[config.mk]
export PLATFORM = sky130hd
export DESIGN_NAME = cpu_bus_frontend
export DESIGN_NICKNAME = d
export VERILOG_FILES = /design/src/hdl/cpu_bus_pkg.sv /design/src/hdl/cpu_bus_frontend.sv
export SDC_FILE = /design/constraint.sdc
export NUM_CORES = 1
export LEC_CHECK = 0
export ABC_AREA = 1
export BUFFER_PORTS_ARGS = -buffer_cell sky130_fd_sc_hd__buf_2
export CORE_UTILIZATION = 30
export CTS_CLUSTER_SIZE = 30
export DETAILED_ROUTE_END_ITERATION = 8
export PLACE_DENSITY = 0.65
export RECOVER_POWER = 25
export SYNTH_ARGS = -nofsm -noshare
export SYNTH_HDL_FRONTEND = slang
export SYNTH_SLANG_ARGS = --single-unit
[constraint.sdc]
create_clock -name CPU_CKIO -period 8.2 [get_ports CPU_CKIO]
set_input_delay 1.64 -clock CPU_CKIO [delete_from_list [all_inputs] [get_ports CPU_CKIO]]
set_output_delay 1.64 -clock CPU_CKIO [all_outputs]
set_load 0.05 [all_outputs]
[src/hdl/cpu_bus_pkg.sv]
package cpu_bus_pkg;

  // word address splits into target select and address inside the target
  localparam int BUS_SEL_W = 2;
  localparam int BUS_ADDR_W = 14;
  localparam int BUS_DATA_W = 16;

  // full cpu word address as seen on the pins
  localparam int BUS_WORD_ADDR_W = BUS_SEL_W + BUS_ADDR_W;

  // target codes carried in the top two address bits
  typedef enum logic [BUS_SEL_W-1:0] {
    BUS_SEL_CONTROLLER = 2'd0,
    BUS_SEL_MOD        = 2'd1,
    BUS_SEL_NORMAL     = 2'd2,
    // stm target exists on the bus but has no receiver here
    BUS_SEL_STM        = 2'd3
  } bus_select_e;

  // one decoded cpu write, as handed to every receiver
  typedef struct packed {
    bus_select_e           select;
    logic [BUS_ADDR_W-1:0] addr;
    logic [BUS_DATA_W-1:0] data;
  } bus_wr_t;

endpackage

[src/hdl/cpu_bus_frontend.sv]
`timescale 1ns/1ps

module cpu_bus_frontend
  import cpu_bus_pkg::*;
(
  input  logic                       CPU_CKIO,
  input  logic                       rst_n,
  // raw cpu sram-style bus
  input  logic [BUS_WORD_ADDR_W-1:0] cpu_addr,
  input  logic [BUS_DATA_W-1:0]      cpu_data,
  input  logic                       cpu_cs1_n,
  input  logic                       cpu_we0_n,
  // one decoded write per strobe
  output logic                       wr_valid,
  output bus_wr_t                    wr
);

  // registered bus pins
  logic [BUS_WORD_ADDR_W-1:0] addr_q;
  logic [BUS_DATA_W-1:0]      data_q;
  logic                       cs_n_q;
  logic                       we_n_q;

  // strobe active and its previous value
  logic wr_active;
  logic wr_active_q;
  logic wr_start;

  // strobes idle high out of reset
  always_ff @(posedge CPU_CKIO) begin
    if (!rst_n) begin
      cs_n_q <= 1'b1;
      we_n_q <= 1'b1;
      wr_active_q <= 1'b0;
    end else begin
      cs_n_q <= cpu_cs1_n;
      we_n_q <= cpu_we0_n;
      wr_active_q <= wr_active;
    end
  end

  // address and data sampled alongside the strobes
  always_ff @(posedge CPU_CKIO) begin
    addr_q <= cpu_addr;
    data_q <= cpu_data;
  end

  // write enable low while selected
  assign wr_active = ~cs_n_q & ~we_n_q;
  // first cycle of the strobe only, a long strobe stays one write
  assign wr_start = wr_active & ~wr_active_q;

  always_ff @(posedge CPU_CKIO) begin
    if (!rst_n) begin
      wr_valid <= 1'b0;
    end else begin
      wr_valid <= wr_start;
    end
  end

  // decode select and in-target address
  always_ff @(posedge CPU_CKIO) begin
    if (wr_start) begin
      wr.select <= bus_select_e'(addr_q[BUS_WORD_ADDR_W-1 -: BUS_SEL_W]);
      wr.addr <= addr_q[BUS_ADDR_W-1:0];
      wr.data <= data_q;
    end
  end

  // receivers count on a single-cycle pulse per cpu write
  assert property (@(posedge CPU_CKIO) disable iff (!rst_n) wr_valid |=> !wr_valid)
    else $error("cpu_bus_frontend: wr_valid held for more than one cycle");

endmodule

==> out/results.tsv, run 1 <==
metric	value	unit
Pwr Density	273	nW/µm²
leading cell types by count after synthesis	dfxtp_1 (36), edfxtp_1 (32), inv_1 (2), nor2_1 (2), or2_1 (2)	
vias in the first global route	864	
CP endpoint kind	output pin	
worst-path cell chain	buf_2	
max-capacitance violation count	0	
switching power	0.000124	W
register area share after synthesis	0.979	
Synth Register Bits	68	
Total Power	0.000643	W
row count	27	
post-layout util	0.427	
antenna viol nets, final	0	
crit path kind	register to output pin	
CP arrival	0.93	ns
async set-reset flop share out of synthesis	0	
final wirelength	2.41	mm
clk_lat worst skew	0.32	ns
Root Buffer Master	clkbuf_8	
Avg WL per Cell	10.3	µm
Synth Area in Simple Gates	0.0168	
DPL Wire Length	1.76	mm
area share of the largest cell type after synthesis	0.559	
multiplexer area fraction after synthesis	0	
Relative slew margins	0.424	
Sink Count	68	
Yosys cell types	7	
total grt overflow	0	
setup TNS	0	ns
height of the chip	77.7	µm
worst path required time	6.56	ns
antenna cells	0	
setup ws final	5.63	ns
P_leak	0.994	nW
pre-CTS WS	5.97	ns
RSZ-0062 raised after global routing	no	
layout cells sized above 1	0.522	
Starting DRT DRC Count	21	
largest net degree at the start of global routing	22	
final slew viol count	0	
initial antenna violation count	0	
internal power	0.000518	W
synth warn	0	
cells after synthesis	76	
Avg Inst Size Synth	22.6	µm²
CP max FO	1	
Slowest Stage Delay on Critical Path	0.39	ns
htree depth	3	
Post-route DRC	0	
Die Width	77.7	µm
largest family of logic cells by synthesized area	simple AND/OR/NAND/NOR gates	
gr usage total	0.0884	
worst min path class	register to register	
Peak supply drop	0.0000974	V
Primary FF master, synth	dfxtp_1	
combinational power share	0.035	
initial core utilization	0.312	
total number of vias	857	
Longest Clk Path Bufs	2	
gpl congestion	0.633	
period utilisation layout	0.313	
Max Freq	389	MHz
Worst-path clk slew	0.06	ns
sequential share of power	0.576	
first-pass GRT wire length	3.73	mm
NumNets Final	192	
syn_nets	112	
TritonRoute pass-1 iters	2	
# port buffers	68	
TritonCTS Buffers	9	
num ports	69	
Post-Synth XOR/XNOR Area	0	
post-DR vias/cell	3.68	
Net Sw Frac	0.193	
Post-synth EDFFs	32	
cts hold-fix bufs	0	
area leader, netlist	edfxtp_1	
Core Area	5510	µm²
post-layout min period	2.57	ns
Compound-Gate Fraction of Synth Area	0	
Worst Tran Pin Value	0.860	ns
crit path max-delay cell type	edfxtp_1	
Final Hold Vio Count	0	
hold_ws	0.403	ns
filler instances	511	
CTS tree	done	
cell with the most instances after synthesis	dfxtp_1	
Clock Power Share	0.389	
Post-Syn Area	1720	µm²
Total Die Area	6030	µm²
# Post-CTS Setup Buffers	0	
Crit path buffers/inverters	1	
Area contributors post-synth	edfxtp_1 (56%), dfxtp_1 (42%), or2_1 (0.73%)	
startpoint class of the critical path	register	
cts repair resizes	0	
outcome	completed	
Largest delay share family, worst path	flip-flops	
Synth Area in Adders	0	
Fin Clk Skew	0.00718	ns
Final setup viols	0	
synth-to-layout area growth	36.9	%
## layout by cell type (no fill, tap or decap)
cell       n
nor2_1     2
inv_1      2
dfxtp_1   36
nand2_1    1
edfxtp_1  32
clkinv_2   1
or2_1      2
buf_4      1
clkbuf_1   2
buf_2     68
nor3_2     1
clkbuf_8  13
## area by class of cell
| class | instances | area, µm² | area share |
|---|---|---|---|
| clock inverter | 1 | 5.00 | 0.00213 |
| tap | 72 | 90.1 | 0.0383 |
| clock buffer | 15 | 186 | 0.0793 |
| sequential | 68 | 1680 | 0.715 |
| inverter | 2 | 7.51 | 0.00319 |
| timing repair buffer | 69 | 348 | 0.148 |
| multi-input combinational | 6 | 33.8 | 0.0144 |
## power by group through the flow
stage	Combinational (W)	Clock, W	Sequential [W]
2_1_floorplan	0.00000167	0	0.000387
6_report	0.0000222	0.000250	0.000370
4_1_cts	0.0000227	0.000259	0.000371
3_5_place_dp	0.0000226	0	0.000378
3_3_place_gp	0.0000223	0	0.000378
5_1_grt	0.0000238	0.000274	0.000371
## flip-flops by register name (all words and copies together), names as in the netlist
| signal | flops |
|---|---|
| wr_valid | 1 |
| data_q | 16 |
| addr_q | 16 |
| cs_n_q | 1 |
| we_n_q | 1 |
| wr | 32 |
| wr_active_q | 1 |
## logic make-up after synthesis
family,after synthesis
buf+inv,2
flops,68
simple gates,6
## final timing paths
check | depth (start not counted) | slack, ns | to | startpoint
max reg2reg | 2 | 6.43 | wr[27] | we_n_q
min | 0 | 0.40 | wr[12] | data_q[12]
max | 1 | 5.63 | wr[7] | wr[7]
min reg2reg | 0 | 0.40 | wr[12] | data_q[12]
## layer usage
layer	vias up	track usage	wire, µm	part of all wire
met4	0	0.0736	43	0.018
met5	-	0	0	0
li1	423	-	-	-
met3	7	0.0494	221	0.092
met2	43	0.140	1160	0.48
met1	384	0.0827	980	0.41
## per-stage QoR
step | area [µm²] | instances
3_5_place_dp | 2160 | 217
4_1_cts | 2350 | 233
5_1_grt | 2350 | 233
2_1_floorplan | 1720 | 76
3_3_place_gp | 2160 | 217
6_report | 2350 | 233
Power figures use the tool's default switching activity.
==> inputs of run 2 (changes only) <==
--- a/config.mk
+++ b/config.mk
@@ -10,7 +10,7 @@
 export CORE_UTILIZATION = 30
 export CTS_CLUSTER_SIZE = 30
 export DETAILED_ROUTE_END_ITERATION = 8
-export PLACE_DENSITY = 0.65
+export PLACE_DENSITY = 0.67
 export RECOVER_POWER = 25
 export SYNTH_ARGS = -nofsm -noshare
 export SYNTH_HDL_FRONTEND = slang
==> constraint.sdc (replaced) <==
create_clock -name CPU_CKIO -period 2.09 [get_ports CPU_CKIO]
set_input_delay 0.418 -clock CPU_CKIO [delete_from_list [all_inputs] [get_ports CPU_CKIO]]
set_output_delay 0.418 -clock CPU_CKIO [all_outputs]
set_load 0.05 [all_outputs]
==> run 2 against run 1 <==
Register-to-register slack got worse by 5.6 ns. Clock skew decreased by 0.0014 ns. Die area unchanged. Largest power group unchanged. Critical path depth is the same. Total power rose to 3.8 times the previous value. Combinational power increased to 4.0 times the previous value. Sequential share of layout area up 0.73 points. Global-route usage is 0.45 points higher. Via count increased by 2.3%.
==> out/results.tsv, run 2 (synthesized netlist as in run 1, its figures left out) <==
metric	value	unit
Clock Power Share	0.363	
worst min path class	input pin to register	
CTS tree	done	
TritonRoute pass-1 iters	4	
placed cell count	217	
number of flip-flops in the largest register	32	
Root Buffer Master	clkbuf_8	
num ports	69	
Worst Setup SP	wr[8]	
Net Sw Frac	0.200	
final std cells w/o fill	233	
Relative slew margins	0.734	
Worst-path clk slew	0.06	ns
worst-path cell chain	buf_2	
Final setup viols	0	
switching power	0.000485	W
layout cells sized above 1	0.503	
cts hold-fix bufs	0	
Starting DRT DRC Count	30	
Largest delay share family, worst path	flip-flops	
CP max FO	1	
# port buffers	68	
RSZ-0062 raised after global routing	no	
height of the chip	77.7	µm
Largest regs	wr: 32 flops, addr_q: 16 flops, data_q: 16 flops	
gr usage total	0.0929	
Core Area	5510	µm²
# Post-CTS Setup Buffers	0	
CP arrival	0.94	ns
Crit path buffers/inverters	1	
Die Width	77.7	µm
P_leak	0.978	nW
combinational power share	0.036	
Fin Clk Skew	0.00578	ns
gpl congestion	0.645	
Avg WL per Cell	11.1	µm
period utilisation layout	0.650	
TritonCTS Buffers	9	
post-DR vias/cell	3.76	
Max Freq	736	MHz
crit path max-delay cell type	edfxtp_1	
htree depth	3	
Top reg by flops	wr	
Total Die Area	6030	µm²
NumNets Final	192	
startpoint class of the critical path	register	
total grt overflow	0	
cts repair resizes	0	
vias in the first global route	841	
Setup crit end	wr[8]	
reg2reg setup slack	0.83	ns
hold_ws	0.191	ns
worst path required time	1.67	ns
post-layout min period	1.36	ns
most common cell after layout, fill and taps aside	buf_2	
row count	27	
internal power	0.00193	W
Worst path depth	1	
sequential share of power	0.601	
initial antenna violation count	1	
antenna viol nets, final	0	
Worst Tran Pin Value	0.400	ns
crit path kind	register to output pin	
Longest Clk Path Bufs	2	
setup TNS	0	ns
Peak supply drop	0.000589	V
initial core utilization	0.312	
Hold Startpoint	cpu_data[2]	
final slew viol count	0	
R2R depth	2	
first-pass GRT wire length	3.88	mm
final wirelength	2.59	mm
Reg2Reg Launch Point	we_n_q	
max-capacitance violation count	0	
Post-route DRC	0	
CP endpoint kind	output pin	
total number of vias	877	
clk_lat worst skew	0.32	ns
antenna cells	0	
commonest cells after routing, fill and taps aside	buf_2 (67), dfxtp_1 (36), edfxtp_1 (32), clkbuf_8 (10), clkbuf_1 (5)	
Pwr Density	1040	nW/µm²
Final Hold Vio Count	0	
Slowest Stage Delay on Critical Path	0.39	ns
worst reg2reg path endpoint	wr[24]	
largest net degree at the start of global routing	33	
Sink Count	68	
synth-to-layout area growth	35.5	%
outcome	completed	
==> run 2: power groups by stage <==
stage	logic [W]	registers, W	clock network [W]
2_1_floorplan	0.00000673	0.00152	0
3_3_place_gp	0.0000886	0.00148	0
3_5_place_dp	0.0000896	0.00148	0
4_1_cts	0.0000895	0.00145	0.000908
5_1_grt	0.0000941	0.00146	0.000970
6_report	0.0000878	0.00145	0.000877
==> run 2: per-stage QoR <==
stage               setup WS, ns  total power [W]  utilization  instance area (µm²)
floorplan                 0.0529          0.00152            -                 1720
global placement           0.857          0.00157        0.394                 2170
detailed placement         0.827          0.00157        0.394                 2170
CTS                        0.713          0.00245        0.423                 2330
global route               0.697          0.00252        0.423                 2330
finish                     0.731          0.00242        0.423                 2330
==> run 2: worst min-delay path by stage <==
stage                      end  slack [ns]  cells past startpoint
finish               data_q[2]        0.19                      1
CTS                  data_q[2]        0.17                      1
floorplan                wr[0]        0.39                      0
global route        addr_q[15]        0.17                      1
global placement        wr[27]        0.39                      0
detailed placement      wr[26]        0.39                      0
==> run 2: worst register-to-register path: cells and delay by family, from the launching register on <==
| family | cells | cell delay (ns) |
|---|---|---|
| buffers and inverters | 1 | 0.39 |
| DFF | 1 | 0.34 |
| and+or+nand+nor | 1 | 0.18 |
==> run 2: layout make-up <==
| class | instances | area (µm²) |
|---|---|---|
| repair buffers | 69 | 347 |
| clock buffers | 14 | 153 |
| flip-flops and latches | 68 | 1680 |
| multi-input cells | 6 | 40.0 |
| well taps | 72 | 90.1 |
| fillers | 514 | 3180 |
| inverters | 2 | 7.51 |
| clock inverters | 2 | 10.0 |
==> run 2: layer usage <==
layer / track usage / part of all wire / vias up
met4: 0.0679 / 0.020 / 2
met1: 0.100 / 0.41 / 388
met5: 0 / 0.0039 / -
met2: 0.135 / 0.46 / 54
met3: 0.0529 / 0.11 / 8
li1: - / - / 425
