File: src/hdl/cpu_bus_pkg.sv
package cpu_bus_pkg;

  // word address splits into target select and address inside the target
  localparam int BUS_SEL_W = 2;
  localparam int BUS_ADDR_W = 14;
  localparam int BUS_DATA_W = 16;

  // full cpu word address as seen on the pins
  localparam int BUS_WORD_ADDR_W = BUS_SEL_W + BUS_ADDR_W;

  // target codes carried in the top two address bits
  typedef enum logic [BUS_SEL_W-1:0] {
    BUS_SEL_CONTROLLER = 2'd0,
    BUS_SEL_MOD        = 2'd1,
    BUS_SEL_NORMAL     = 2'd2,
    // stm target exists on the bus but has no receiver here
    BUS_SEL_STM        = 2'd3
  } bus_select_e;

  // one decoded cpu write, as handed to every receiver
  typedef struct packed {
    bus_select_e           select;
    logic [BUS_ADDR_W-1:0] addr;
    logic [BUS_DATA_W-1:0] data;
  } bus_wr_t;

endpackage

File: src/hdl/ctl_pkg.sv
package ctl_pkg;

  // controller register map, word addresses inside the controller target
  localparam logic [13:0] ADDR_CTL_FLAG = 14'd0;
  localparam logic [13:0] ADDR_MOD_MEM_WR_PAGE = 14'd1;
  localparam logic [13:0] ADDR_MOD_MEM_RD_PAGE = 14'd2;
  localparam logic [13:0] ADDR_MOD_CYCLE = 14'd3;
  // divider is 32 bits, written as two halves
  localparam logic [13:0] ADDR_MOD_FREQ_DIV_0 = 14'd4;
  localparam logic [13:0] ADDR_MOD_FREQ_DIV_1 = 14'd5;

  // bit positions inside the flag register
  localparam int CTL_FLAG_FORCE_FAN_BIT = 0;
  localparam int CTL_FLAG_SYNC_BIT = 1;

  // controller contents as seen by the design side
  typedef struct packed {
    logic        force_fan;
    logic        sync;
    // page selects for the modulation memory
    logic        mod_wr_page;
    logic        mod_rd_page;
    logic [15:0] mod_cycle;
    logic [31:0] mod_freq_div;
  } ctl_regs_t;

  // two packed modulation samples per bus word
  typedef struct packed {
    // odd sample, upper byte of the word
    logic [7:0] hi;
    // even sample, lower byte of the word
    logic [7:0] lo;
  } mod_pair_t;

  // per-transducer drive word in normal memory
  typedef struct packed {
    logic [7:0] intensity;
    logic [7:0] phase;
  } drive_t;

endpackage

File: src/hdl/controller_regs.sv
`timescale 1ns/1ps

module controller_regs
  import cpu_bus_pkg::*, ctl_pkg::*;
(
  input  logic      CPU_CKIO,
  input  logic      rst_n,
  // decoded write from the bus front end
  input  logic      wr_valid,
  input  bus_wr_t   wr,
  // register contents for the design side
  output ctl_regs_t regs
);

  // write strobe for this target only
  logic ctl_we;

  assign ctl_we = wr_valid && (wr.select == BUS_SEL_CONTROLLER);

  always_ff @(posedge CPU_CKIO) begin
    if (!rst_n) begin
      regs <= '0;
    end else if (ctl_we) begin
      case (wr.addr)
        // flag word, only the defined bits are kept
        ADDR_CTL_FLAG: begin
          regs.force_fan <= wr.data[CTL_FLAG_FORCE_FAN_BIT];
          regs.sync <= wr.data[CTL_FLAG_SYNC_BIT];
        end
        // page selects take bit 0
        ADDR_MOD_MEM_WR_PAGE: begin
          regs.mod_wr_page <= wr.data[0];
        end
        ADDR_MOD_MEM_RD_PAGE: begin
          regs.mod_rd_page <= wr.data[0];
        end
        // full 16-bit cycle count
        ADDR_MOD_CYCLE: begin
          regs.mod_cycle <= wr.data;
        end
        // divider low half
        ADDR_MOD_FREQ_DIV_0: begin
          regs.mod_freq_div[15:0] <= wr.data;
        end
        // divider high half
        ADDR_MOD_FREQ_DIV_1: begin
          regs.mod_freq_div[31:16] <= wr.data;
        end
        // unmapped addresses are ignored
        default: begin
        end
      endcase
    end
  end

endmodule

File: config.mk
export PLATFORM = sky130hd
export DESIGN_NAME = controller_regs
export DESIGN_NICKNAME = d
export VERILOG_FILES = /design/src/hdl/cpu_bus_pkg.sv /design/src/hdl/ctl_pkg.sv /design/src/hdl/controller_regs.sv
export SDC_FILE = /design/constraint.sdc
export NUM_CORES = 1
export LEC_CHECK = 0
export ABC_AREA = 1
export BUFFER_PORTS_ARGS = -buffer_cell sky130_fd_sc_hd__buf_2
export CAP_MARGIN = 20
export CORE_AREA = 3 3 79 136
export CTS_CLUSTER_DIAMETER = 30
export CTS_CLUSTER_SIZE = 8
export DETAILED_ROUTE_END_ITERATION = 8
export DIE_AREA = 0 0 82 139
export GPL_TIMING_DRIVEN = 0
export HOLD_SLACK_MARGIN = 0.03
export PLACE_DENSITY = 0.57
export SYNTH_ARGS = -nofsm -noshare
export SYNTH_HDL_FRONTEND = slang
export SYNTH_SLANG_ARGS = --single-unit
File: constraint.sdc
create_clock -name CPU_CKIO -period 1.75 [get_ports CPU_CKIO]
set_clock_uncertainty 0.15 [all_clocks]
set_input_delay 0.525 -clock CPU_CKIO [delete_from_list [all_inputs] [get_ports CPU_CKIO]]
set_output_delay 0.525 -clock CPU_CKIO [all_outputs]
set_load 0.03 [all_outputs]
==> run_results.csv, run 1 <==
group,metric,value,unit
cells_and_area,largest_register_ffs,52,
clock_network,path_clk_slew,0.07,ns
sta,max_freq,625,MHz
detailed_routing,wl,7530,um
floorplanning,die-area,11400,um^2
cells_and_area,final_cell_area,3630,um^2
cells_and_area,largest_register,"regs",
sta,setup_violations,0,
yosys,async_flop_share,0,%
floorplanning,fp.dieH,139,um
power,p_comb_share,7.2,%
power,p_per_area,646,nW/um^2
sta,min_period_over_period,91.4,%
place,dp_worst_setup_slack,-0.205,ns
power,power.leakage,1.91,nW
sta,slew_headroom,71.7,%
critical_path,critPathLaunch,"wr[29]",
yosys,synth.largest_area_cell,"dfxtp_1",
floorplanning,rows,48,
clock_network,cts-buffers-inserted,5,
outcome,status,"finished clean",
floorplanning,die_x,82,um
detailed_routing,wl_per_cell,11.5,um
place,placement.cell_area,3460,um^2
yosys,yosysSeqAreaShare,36.1,%
critical_path,cp-start-kind,"input port",
sta,finalWorstSetupSlack,0.150,ns
critical_path,crit_cells,8,
critical_path,slowest_delay,0.26,ns
yosys,yosys.cell_types.count,17,
critical_path,critPathTopFamily,"simple AND/OR/NAND/NOR gates",
detailed_routing,dr_total_vias,2705,
power,p_int,1.81,mW
sta,grt_setup_unrepaired,"false",
critical_path,cp.arrival,1.64,ns
clock_network,cts_tree,"built",
floorplanning,start_util,29.2,%
yosys,syn-cell-area,2880,um^2
sta,period_minus_slack,1.60,ns
critical_path,timing.rr.end,"regs[31]$_SDFFE_PN0P_",
power,irDropWorstVdd,0.365,mV
run,max_cap_violations,0,
cells_and_area,fill_cells,1077,
place,hpwl,6110,um
detailed_routing,first_iter_violations,157,
yosys,yosysWarnings,0,
global_route,antenna_found_initial,0,
critical_path,end_kind,"flop",
global_route,grt_pass1_wl,12200,um
cells_and_area,nets,566,
clock_network,clock-sinks,52,
yosys,synth_top_area_share,36.1,%
floorplanning,core-area,9850,um^2
yosys,ys_seq_elements,52,
floorplanning,io_pins,87,
place,dp.cells,647,
critical_path,critPathMostFrequentCell,"buf_6",
critical_path,cpMaxStageDelayCell,"or2_4",
place,port-buffer-count,85,
global_route,track_usage,13.9,%
critical_path,rrSetupSlack,0.95,ns
detailed_routing,ant_nets,0,
yosys,synth.area.top_cells,"dfxtp_1 36%, inv_1 16%, nand4_1 11%, nand2_1 11%, nor2_1 7.8%",
yosys,synthesis.instances,437,
sta,hold_viol,0,
detailed_routing,drc,0,
power,netSwitchingPower,538,uW
cells_and_area,reg.largest.list,"regs x52",
clock_network,htreeDepth,2,
sta,tightest_slew,0.425,ns
critical_path,setup.worst_path.class,"in -> reg",
critical_path,r2r_start,"regs[31]$_SDFFE_PN0P_",
power,p_seq_share,50.5,%
sta,slew_viol_final,0,
yosys,synth_edf_count,0,
clock_network,clock_insertion_delay_worst_skew,0.29,ns
cells_and_area,syn2layout_area_growth,25.9,%
yosys,synthMostInstantiatedCell,"inv_1",
cells_and_area,diodes,0,
critical_path,path_cells,"buf_2 > or2_4 > nor2_8 > buf_6 > buf_6 > nand4_1 > nand2_1 > nor2_1",
detailed_routing,routed_via_density,4.12,
hold_path,hp-class,"reg -> reg",
place,gp_congestion,0.767,
global_route,first_global_vias,2523,
clock_network,cts-root-buf,"clkbuf_16",
critical_path,worstPathRequired,1.79,ns
critical_path,path_max_fanout,10,
sta,holdWs,0.362,ns
yosys,synth-main-ff-cell,"dfxtp_1",
global_route,grt_max_degree,16,
detailed_routing,drt-pass1-iter-count,4,
yosys,syn_area_per_cell,6.59,um^2
global_route,grt_overflow,0,
power,clkPwrFrac,42.3,%
critical_path,reg2regPathDepth,4,
cells_and_area,final_cells,657,
yosys,syn_nets,472,
cells_and_area,drive_gt1_share,29.3,%
critical_path,crit_path_end,"regs[39]$_SDFFE_PN0P_",
clock_network,clock_path_buffers,2,
cells_and_area,post-route-util,36.8,%
yosys,synth.top_cells.by_count,"120 x inv_1, 83 x nand2_1, 60 x nor2_1",
critical_path,cp.buffers_inverters,3,
power,p_sw_share,23.0,%
per-layer routing:
layer | vias to the layer above | routed length [um] | GRT usage (%) | part of all wire [%]
met4 | 0 | 187 | 5.69 | 2.5
met3 | 11 | 385 | 2.21 | 5.1
met5 | - | 0 | 0 | 0
met2 | 69 | 4120 | 25.7 | 55
met1 | 1162 | 2840 | 15.1 | 38
li1 | 1463 | - | - | -
power by group through the flow:
| stage | Combinational, mW | Clock (mW) | Sequential [mW] |
|---|---|---|---|
| 2_1_floorplan | 0.0952 | 0 | 1.21 |
| 3_3_place_gp | 0.168 | 0 | 1.21 |
| 3_5_place_dp | 0.170 | 0 | 1.21 |
| 4_1_cts | 0.170 | 1.03 | 1.18 |
| 5_1_grt | 0.191 | 1.08 | 1.18 |
| 6_report | 0.169 | 0.992 | 1.18 |
area by class of cell:
type / instances / area (um^2) / area share, %
plain buffers: 24 / 184 / 5.07
multi-input cells: 237 / 1190 / 32.8
clock inverters: 2 / 10.0 / 0.276
flip-flops and latches: 52 / 1040 / 28.7
repair buffers: 87 / 440 / 12.1
well taps: 125 / 156 / 4.31
clock buffers: 6 / 139 / 3.83
inverters: 124 / 465 / 12.8
layout by cell type (no fill, tap or decap), drive strengths merged:
cell type and instances:
buf 110, clkbuf 7, clkinv 2, dfxtp 52, inv 124, nand2 113
nand3 6, nand4 52, nor2 65, or2 1
worst min-delay path: cells and delay by family (launching register included):
| family | cells | cell delay (ns) |
|---|---|---|
| buf+inv | 2 | 0.08 |
| flops | 1 | 0.31 |
| simple gates | 2 | 0.08 |
how the worst min path moves through the flow:
stage	from	endpoint	slack [ns]	cells past startpoint
final	regs[17]$_SDFFE_PN0P_	regs[17]$_SDFFE_PN0P_	0.36	4
after global routing	regs[36]$_SDFFE_PN0P_	regs[36]$_SDFFE_PN0P_	0.40	4
after CTS	regs[36]$_SDFFE_PN0P_	regs[36]$_SDFFE_PN0P_	0.37	4
after detailed placement	regs[18]$_SDFFE_PN0P_	regs[18]$_SDFFE_PN0P_	0.35	4
after global placement	regs[17]$_SDFFE_PN0P_	regs[17]$_SDFFE_PN0P_	0.34	4
after floorplan	regs[0]$_SDFFE_PN0P_	regs[0]$_SDFFE_PN0P_	0.48	4
through the flow:
| stage | setup TNS [ns] | total power [mW] |
|---|---|---|
| after global routing | 0 | 2.46 |
| after global placement | -6.70 | 1.38 |
| after floorplan | 0 | 1.31 |
| final | 0 | 2.34 |
| after detailed placement | -7.51 | 1.38 |
| after CTS | 0 | 2.38 |
cells by family after synthesis:
kind of cell           synth area share [%]
buffers and inverters                  22.5
flip-flops                             36.1
AND/OR/NAND/NOR                        41.4
timing repair:
| action | in CTS | in global routing |
|---|---|---|
| resized for setup | 0 | 2 |
| hold buffers | 0 | 0 |
| endpoints found under the setup margin | 0 | 16 |
| setup buffers | 0 | 2 |
Power figures use the tool's default switching activity.
==> run 2: changes to the inputs <==
--- a/config.mk
+++ b/config.mk
@@ -15,7 +15,6 @@
 export DIE_AREA = 0 0 82 139
 export GPL_TIMING_DRIVEN = 0
 export HOLD_SLACK_MARGIN = 0.03
-export PLACE_DENSITY = 0.57
 export SYNTH_ARGS = -nofsm -noshare
 export SYNTH_HDL_FRONTEND = slang
 export SYNTH_SLANG_ARGS = --single-unit
==> constraint.sdc (replaced) <==
create_clock -name CPU_CKIO -period 1.9 [get_ports CPU_CKIO]
set_clock_uncertainty 0.15 [all_clocks]
set_input_delay 0.57 -clock CPU_CKIO [delete_from_list [all_inputs] [get_ports CPU_CKIO]]
set_output_delay 0.57 -clock CPU_CKIO [all_outputs]
set_load 0.03 [all_outputs]
==> run 2 against run 1 <==
Global-route usage up 0.31 points. Sequential cell count unchanged. First-iteration DRC count up 27%. Clock power down 12%. Critical path depth unchanged. Largest power group unchanged. Highest routed layer unchanged.
==> run_results.csv, run 2 (same netlist as run 1, synthesis figures left out) <==
group,metric,value,unit
cells_and_area,syn2layout_area_growth,24.8,%
sta,period_minus_slack,1.70,ns
critical_path,cp-start-kind,"input port",
cells_and_area,final_common_cell,"inv_1",
power,clkPwrFrac,41.3,%
cells_and_area,drive_gt1_share,28.5,%
critical_path,cp.arrival,1.74,ns
sta,holdWs,0.360,ns
place,placement.cell_area,3460,um^2
detailed_routing,wl,7660,um
place,port-buffer-count,85,
sta,hold_viol,0,
clock_network,clock-sinks,52,
floorplanning,die_x,82,um
critical_path,r2r_start,"regs[16]$_SDFFE_PN0P_",
critical_path,worstPathRequired,1.94,ns
cells_and_area,fill_cells,1119,
critical_path,path_max_fanout,10,
detailed_routing,drt-pass1-iter-count,4,
floorplanning,die-area,11400,um^2
floorplanning,io_pins,87,
critical_path,end_kind,"flop",
power,p_int,1.62,mW
cells_and_area,largest_register_ffs,52,
sta,max_freq,589,MHz
global_route,grt_pass1_wl,12500,um
sta,finalWorstSetupSlack,0.203,ns
cells_and_area,largest_register,"regs",
global_route,grt_max_degree,15,
detailed_routing,ant_nets,0,
clock_network,cts_resized,0,
sta,min_period_over_period,89.3,%
power,p_seq_share,51.5,%
cells_and_area,final_cell_area,3600,um^2
cells_and_area,final_cell_mix,"120 x inv_1, 87 x buf_2, 83 x nand2_1",
floorplanning,start_util,29.2,%
place,hpwl,6210,um
sta,setup_violations,0,
detailed_routing,wl_per_cell,11.7,um
hold_path,min_from,"regs[51]$_SDFFE_PN0P_",
clock_network,cts_tree,"built",
clock_network,postCtsSetupBuffers,0,
power,irDropWorstVdd,0.338,mV
place,dp.cells,647,
global_route,track_usage,14.3,%
power,p_comb_share,7.2,%
detailed_routing,routed_via_density,4.20,
sta,tightest_slew,0.423,ns
power,power,2.12,mW
critical_path,setup.worst_path.class,"in -> reg",
global_route,grt_overflow,0,
clock_network,cts-root-buf,"clkbuf_16",
detailed_routing,first_iter_violations,200,
floorplanning,rows,48,
cells_and_area,nets,564,
power,power.leakage,1.89,nW
hold_path,hp-class,"reg -> reg",
sta,slew_viol_final,0,
cells_and_area,reg.largest.list,"regs x52",
floorplanning,fp.dieH,139,um
cells_and_area,final_cells,654,
global_route,antenna_found_initial,0,
detailed_routing,drc,0,
critical_path,critPathLaunch,"wr[18]",
clock_network,cts_hold_buf,0,
sta,grt_setup_unrepaired,"false",
clock_network,htreeDepth,2,
outcome,status,"finished clean",
clock_network,path_clk_slew,0.06,ns
sta,slew_headroom,71.8,%
power,p_sw_share,23.3,%
clock_network,clock_path_buffers,2,
detailed_routing,dr_total_vias,2745,
cells_and_area,diodes,0,
power,p_per_area,589,nW/um^2
clock_network,clock_insertion_delay_worst_skew,0.29,ns
place,dp_worst_setup_slack,-0.118,ns
floorplanning,core-area,9850,um^2
global_route,first_global_vias,2659,
run,max_cap_violations,0,
power,netSwitchingPower,493,uW
place,gp_congestion,0.782,
clock_network,cts-buffers-inserted,5,
run 2: changes by cell type in the layout (fill, tap and decap cells not counted), sizes merged:
cell / previous run / this run
clkinv: 2 / 1
buf: 110 / 108
run 2: layer usage:
layer	wire, um	GRT usage, %
met1	2700	14.7
met3	485	2.86
met2	4230	26.6
met4	241	6.04
met5	0	0
run 2: final cells by class:
class	instances	area, um^2	share of cell area, %
buffer	24	183	5.08
clock buffer	6	129	3.58
clock inverter	1	5.00	0.139
inverter	124	465	12.9
multi-input combinational	237	1190	33.1
sequential	52	1040	28.9
tap	125	156	4.35
timing repair buffer	85	425	11.8
run 2: power groups by stage:
stage / Combinational (mW) / Clock, mW / Sequential, mW
finish: 0.153 / 0.874 / 1.09
global route: 0.172 / 0.939 / 1.09
CTS: 0.155 / 0.895 / 1.09
detailed placement: 0.154 / 0 / 1.11
global placement: 0.154 / 0 / 1.11
floorplan: 0.0877 / 0 / 1.11
run 2: critical path, cell delays in order:
cell      delay, ns
buf_2          0.11
inv_2          0.04
nand2_1        0.12
nor2_4         0.25
clkbuf_1       0.35
nand4_1        0.15
nand2_1        0.11
nor2_1         0.04
run 2: final timing paths:
kind                           endpoint  slack (ns)  cells past startpoint
hold reg to reg   regs[51]$_SDFFE_PN0P_        0.36                      4
setup / recovery  regs[47]$_SDFFE_PN0P_        0.20                      8
setup reg to reg  regs[16]$_SDFFE_PN0P_        1.10                      4
hold / removal    regs[51]$_SDFFE_PN0P_        0.36                      4
run 2: per-stage QoR:
stage               util [%]  setup TNS, ns
floorplan                  -              0
global placement        35.1          -1.33
detailed placement      35.1          -2.35
CTS                     36.5              0
global route            36.5              0
finish                  36.5              0
==> run 3: changes to the inputs <==
--- a/config.mk
+++ b/config.mk
@@ -15,6 +15,7 @@
 export DIE_AREA = 0 0 82 139
 export GPL_TIMING_DRIVEN = 0
 export HOLD_SLACK_MARGIN = 0.03
+export SETUP_SLACK_MARGIN = 0.5
 export SYNTH_ARGS = -nofsm -noshare
 export SYNTH_HDL_FRONTEND = slang
 export SYNTH_SLANG_ARGS = --single-unit
==> constraint.sdc (replaced) <==
create_clock -name CPU_CKIO -period 2.2 [get_ports CPU_CKIO]
set_clock_uncertainty 0.15 [all_clocks]
set_input_delay 0.66 -clock CPU_CKIO [delete_from_list [all_inputs] [get_ports CPU_CKIO]]
set_output_delay 0.66 -clock CPU_CKIO [all_outputs]
set_load 0.03 [all_outputs]
==> run 3 against run 2 <==
Utilization grew 4.5 points. Design area grew 12%. Non-clock buffer count grew 14. Power shrank 3.5%. Worst setup slack gained 0.29 ns. Sequential power shrank 14%. Hold slack gained 0.00061 ns. Via count grew 4.7%. Largest cell class unchanged.
==> run_results.csv, run 3 (same netlist as run 1, synthesis figures left out) <==
group,metric,value,unit
global_route,antenna_found_initial,0,
cells_and_area,final_cell_mix,"105 x inv_1, 81 x buf_2, 75 x nand2_1",
clock_network,htreeDepth,2,
hold_path,hp-class,"reg -> reg",
sta,slew_viol_final,0,
place,hpwl,6300,um
critical_path,cpMaxStageDelayCell,"or2_4",
detailed_routing,ant_nets,0,
cells_and_area,largest_register,"regs",
clock_network,cts-root-buf,"clkbuf_16",
outcome,status,"finished clean",
power,power,2.04,mW
power,power.leakage,2.08,nW
critical_path,critPathTopFamily,"simple AND/OR/NAND/NOR gates",
clock_network,cts_tree,"built",
global_route,grt_max_degree,16,
sta,period_minus_slack,1.70,ns
cells_and_area,diodes,0,
sta,min_period_over_period,77.5,%
floorplanning,rows,48,
critical_path,worstPathRequired,2.24,ns
floorplanning,io_pins,87,
critical_path,end_kind,"flop",
run,max_cap_violations,0,
detailed_routing,drt-pass1-iter-count,4,
place,dp.cells,647,
detailed_routing,drc,0,
floorplanning,die_x,82,um
critical_path,path_cells,"buf_2 > or2_4 > nor2_8 > buf_8 > buf_6 > nand4_1 > nand2_1 > nor2_1",
cells_and_area,reg.largest.list,"regs x52",
detailed_routing,wl_per_cell,12.5,um
power,p_per_area,505,nW/um^2
place,placement.cell_area,3490,um^2
place,port-buffer-count,85,
cells_and_area,final_cell_area,4040,um^2
detailed_routing,dr_total_vias,2875,
global_route,track_usage,14.4,%
cells_and_area,nets,578,
cells_and_area,final_cells,669,
floorplanning,fp.dieH,139,um
floorplanning,core-area,9850,um^2
global_route,first_global_vias,2759,
clock_network,cts-buffers-inserted,5,
sta,tightest_slew,0.470,ns
place,gp_congestion,0.807,
cells_and_area,drive_gt1_share,37.1,%
sta,grt_setup_unrepaired,"true",
critical_path,setup.worst_path.class,"in -> reg",
critical_path,slowest_delay,0.26,ns
cells_and_area,multi_input_area,1320,um^2
critical_path,cp-start-kind,"input port",
critical_path,path_max_fanout,10,
detailed_routing,routed_via_density,4.30,
detailed_routing,first_iter_violations,155,
power,irDropWorstVdd,0.445,mV
clock_network,clock_path_buffers,2,
cells_and_area,largest_register_ffs,52,
detailed_routing,top_layer,"met4",
detailed_routing,wl_met3,395,um
cells_and_area,final_common_cell,"inv_1",
floorplanning,die-area,11400,um^2
cells_and_area,ff_latch_area,1040,um^2
global_route,grt_pass1_wl,12700,um
sta,fin_tns_setup,0,ns
floorplanning,start_util,29.2,%
clock_network,clock-sinks,52,
detailed_routing,met1Wirelength,2880,um
sta,slew_headroom,68.7,%
critical_path,cp.arrival,1.74,ns
critical_path,cp.buffers_inverters,3,
sta,max_freq,587,MHz
cells_and_area,syn2layout_area_growth,40.4,%
clock_network,path_clk_slew,0.07,ns
detailed_routing,dr_wl_met2,4780,um
cells_and_area,fill_cells,1053,
sta,setup_violations,0,
clock_network,cts_hold_buf,0,
global_route,grt_overflow,0,
detailed_routing,wl,8360,um
sta,hold_viol,0,
clock_network,clock_insertion_delay_worst_skew,0.29,ns
[run 3: changes by cell type in the layout (fill, tap and decap cells not counted), sizes merged]
| cell | before | now |
|---|---|---|
| buf | 108 | 117 |
| clkbuf | 7 | 13 |
| bufinv | 0 | 1 |
| clkinv | 1 | 0 |
[run 3: layer usage]
| metal | vias up | GRT usage [%] |
|---|---|---|
| met4 | 0 | 6.83 |
| li1 | 1492 | - |
| met3 | 23 | 1.89 |
| met1 | 1261 | 14.2 |
| met5 | - | 0 |
| met2 | 99 | 28.0 |
[run 3: final timing paths]
| kind | to | slack, ns | cells past startpoint | start |
|---|---|---|---|---|
| setup reg to reg | regs[13]$_SDFFE_PN0P_ | 1.40 | 4 | regs[13]$_SDFFE_PN0P_ |
| setup / recovery | regs[21]$_SDFFE_PN0P_ | 0.50 | 8 | wr[28] |
| hold / removal | regs[31]$_SDFFE_PN0P_ | 0.36 | 4 | regs[31]$_SDFFE_PN0P_ |
| hold reg to reg | regs[31]$_SDFFE_PN0P_ | 0.36 | 4 | regs[31]$_SDFFE_PN0P_ |
[run 3: per-stage QoR]
step	worst slack [ns]	hold WS [ns]	util (%)
2_1_floorplan	0.434	0.481	-
3_3_place_gp	0.151	0.348	35.5
3_5_place_dp	0.0931	0.351	35.5
4_1_cts	0.488	0.364	37.7
5_1_grt	0.448	0.387	41.1
6_report	0.496	0.361	41.1
[run 3: power by group]
part	switching, mW	total [mW]	internal [mW]
sequential	0.00000735	0.941	0.941
combinational	0.0983	0.158	0.0593
clock	0.345	0.944	0.599
[run 3: repair_timing]
item,in CTS,in global routing
setup endpoints to repair,40,51
pin swaps,2,36
buffers inserted,2,9
cloned,0,3
gates resized for setup,2,63
endpoints found under the hold margin,0,0
[run 3: cell type report]
class                           count  share of cell area, %
Tap cell                          125                   3.87
Clock inverter                      1                  0.743
Inverter                          124                   11.5
Clock buffer                        7                   3.77
Timing Repair Buffer               99                   15.9
Sequential cell                    52                   25.7
Multi-Input combinational cell    237                   32.5
Buffer                             24                   5.91
[run 3: tightest hold or removal path, delay by kind of cell (launching register included)]
kind,cells,cell delay [ns]
flops,1,0.31
buf+inv,2,0.08
simple gates,2,0.07
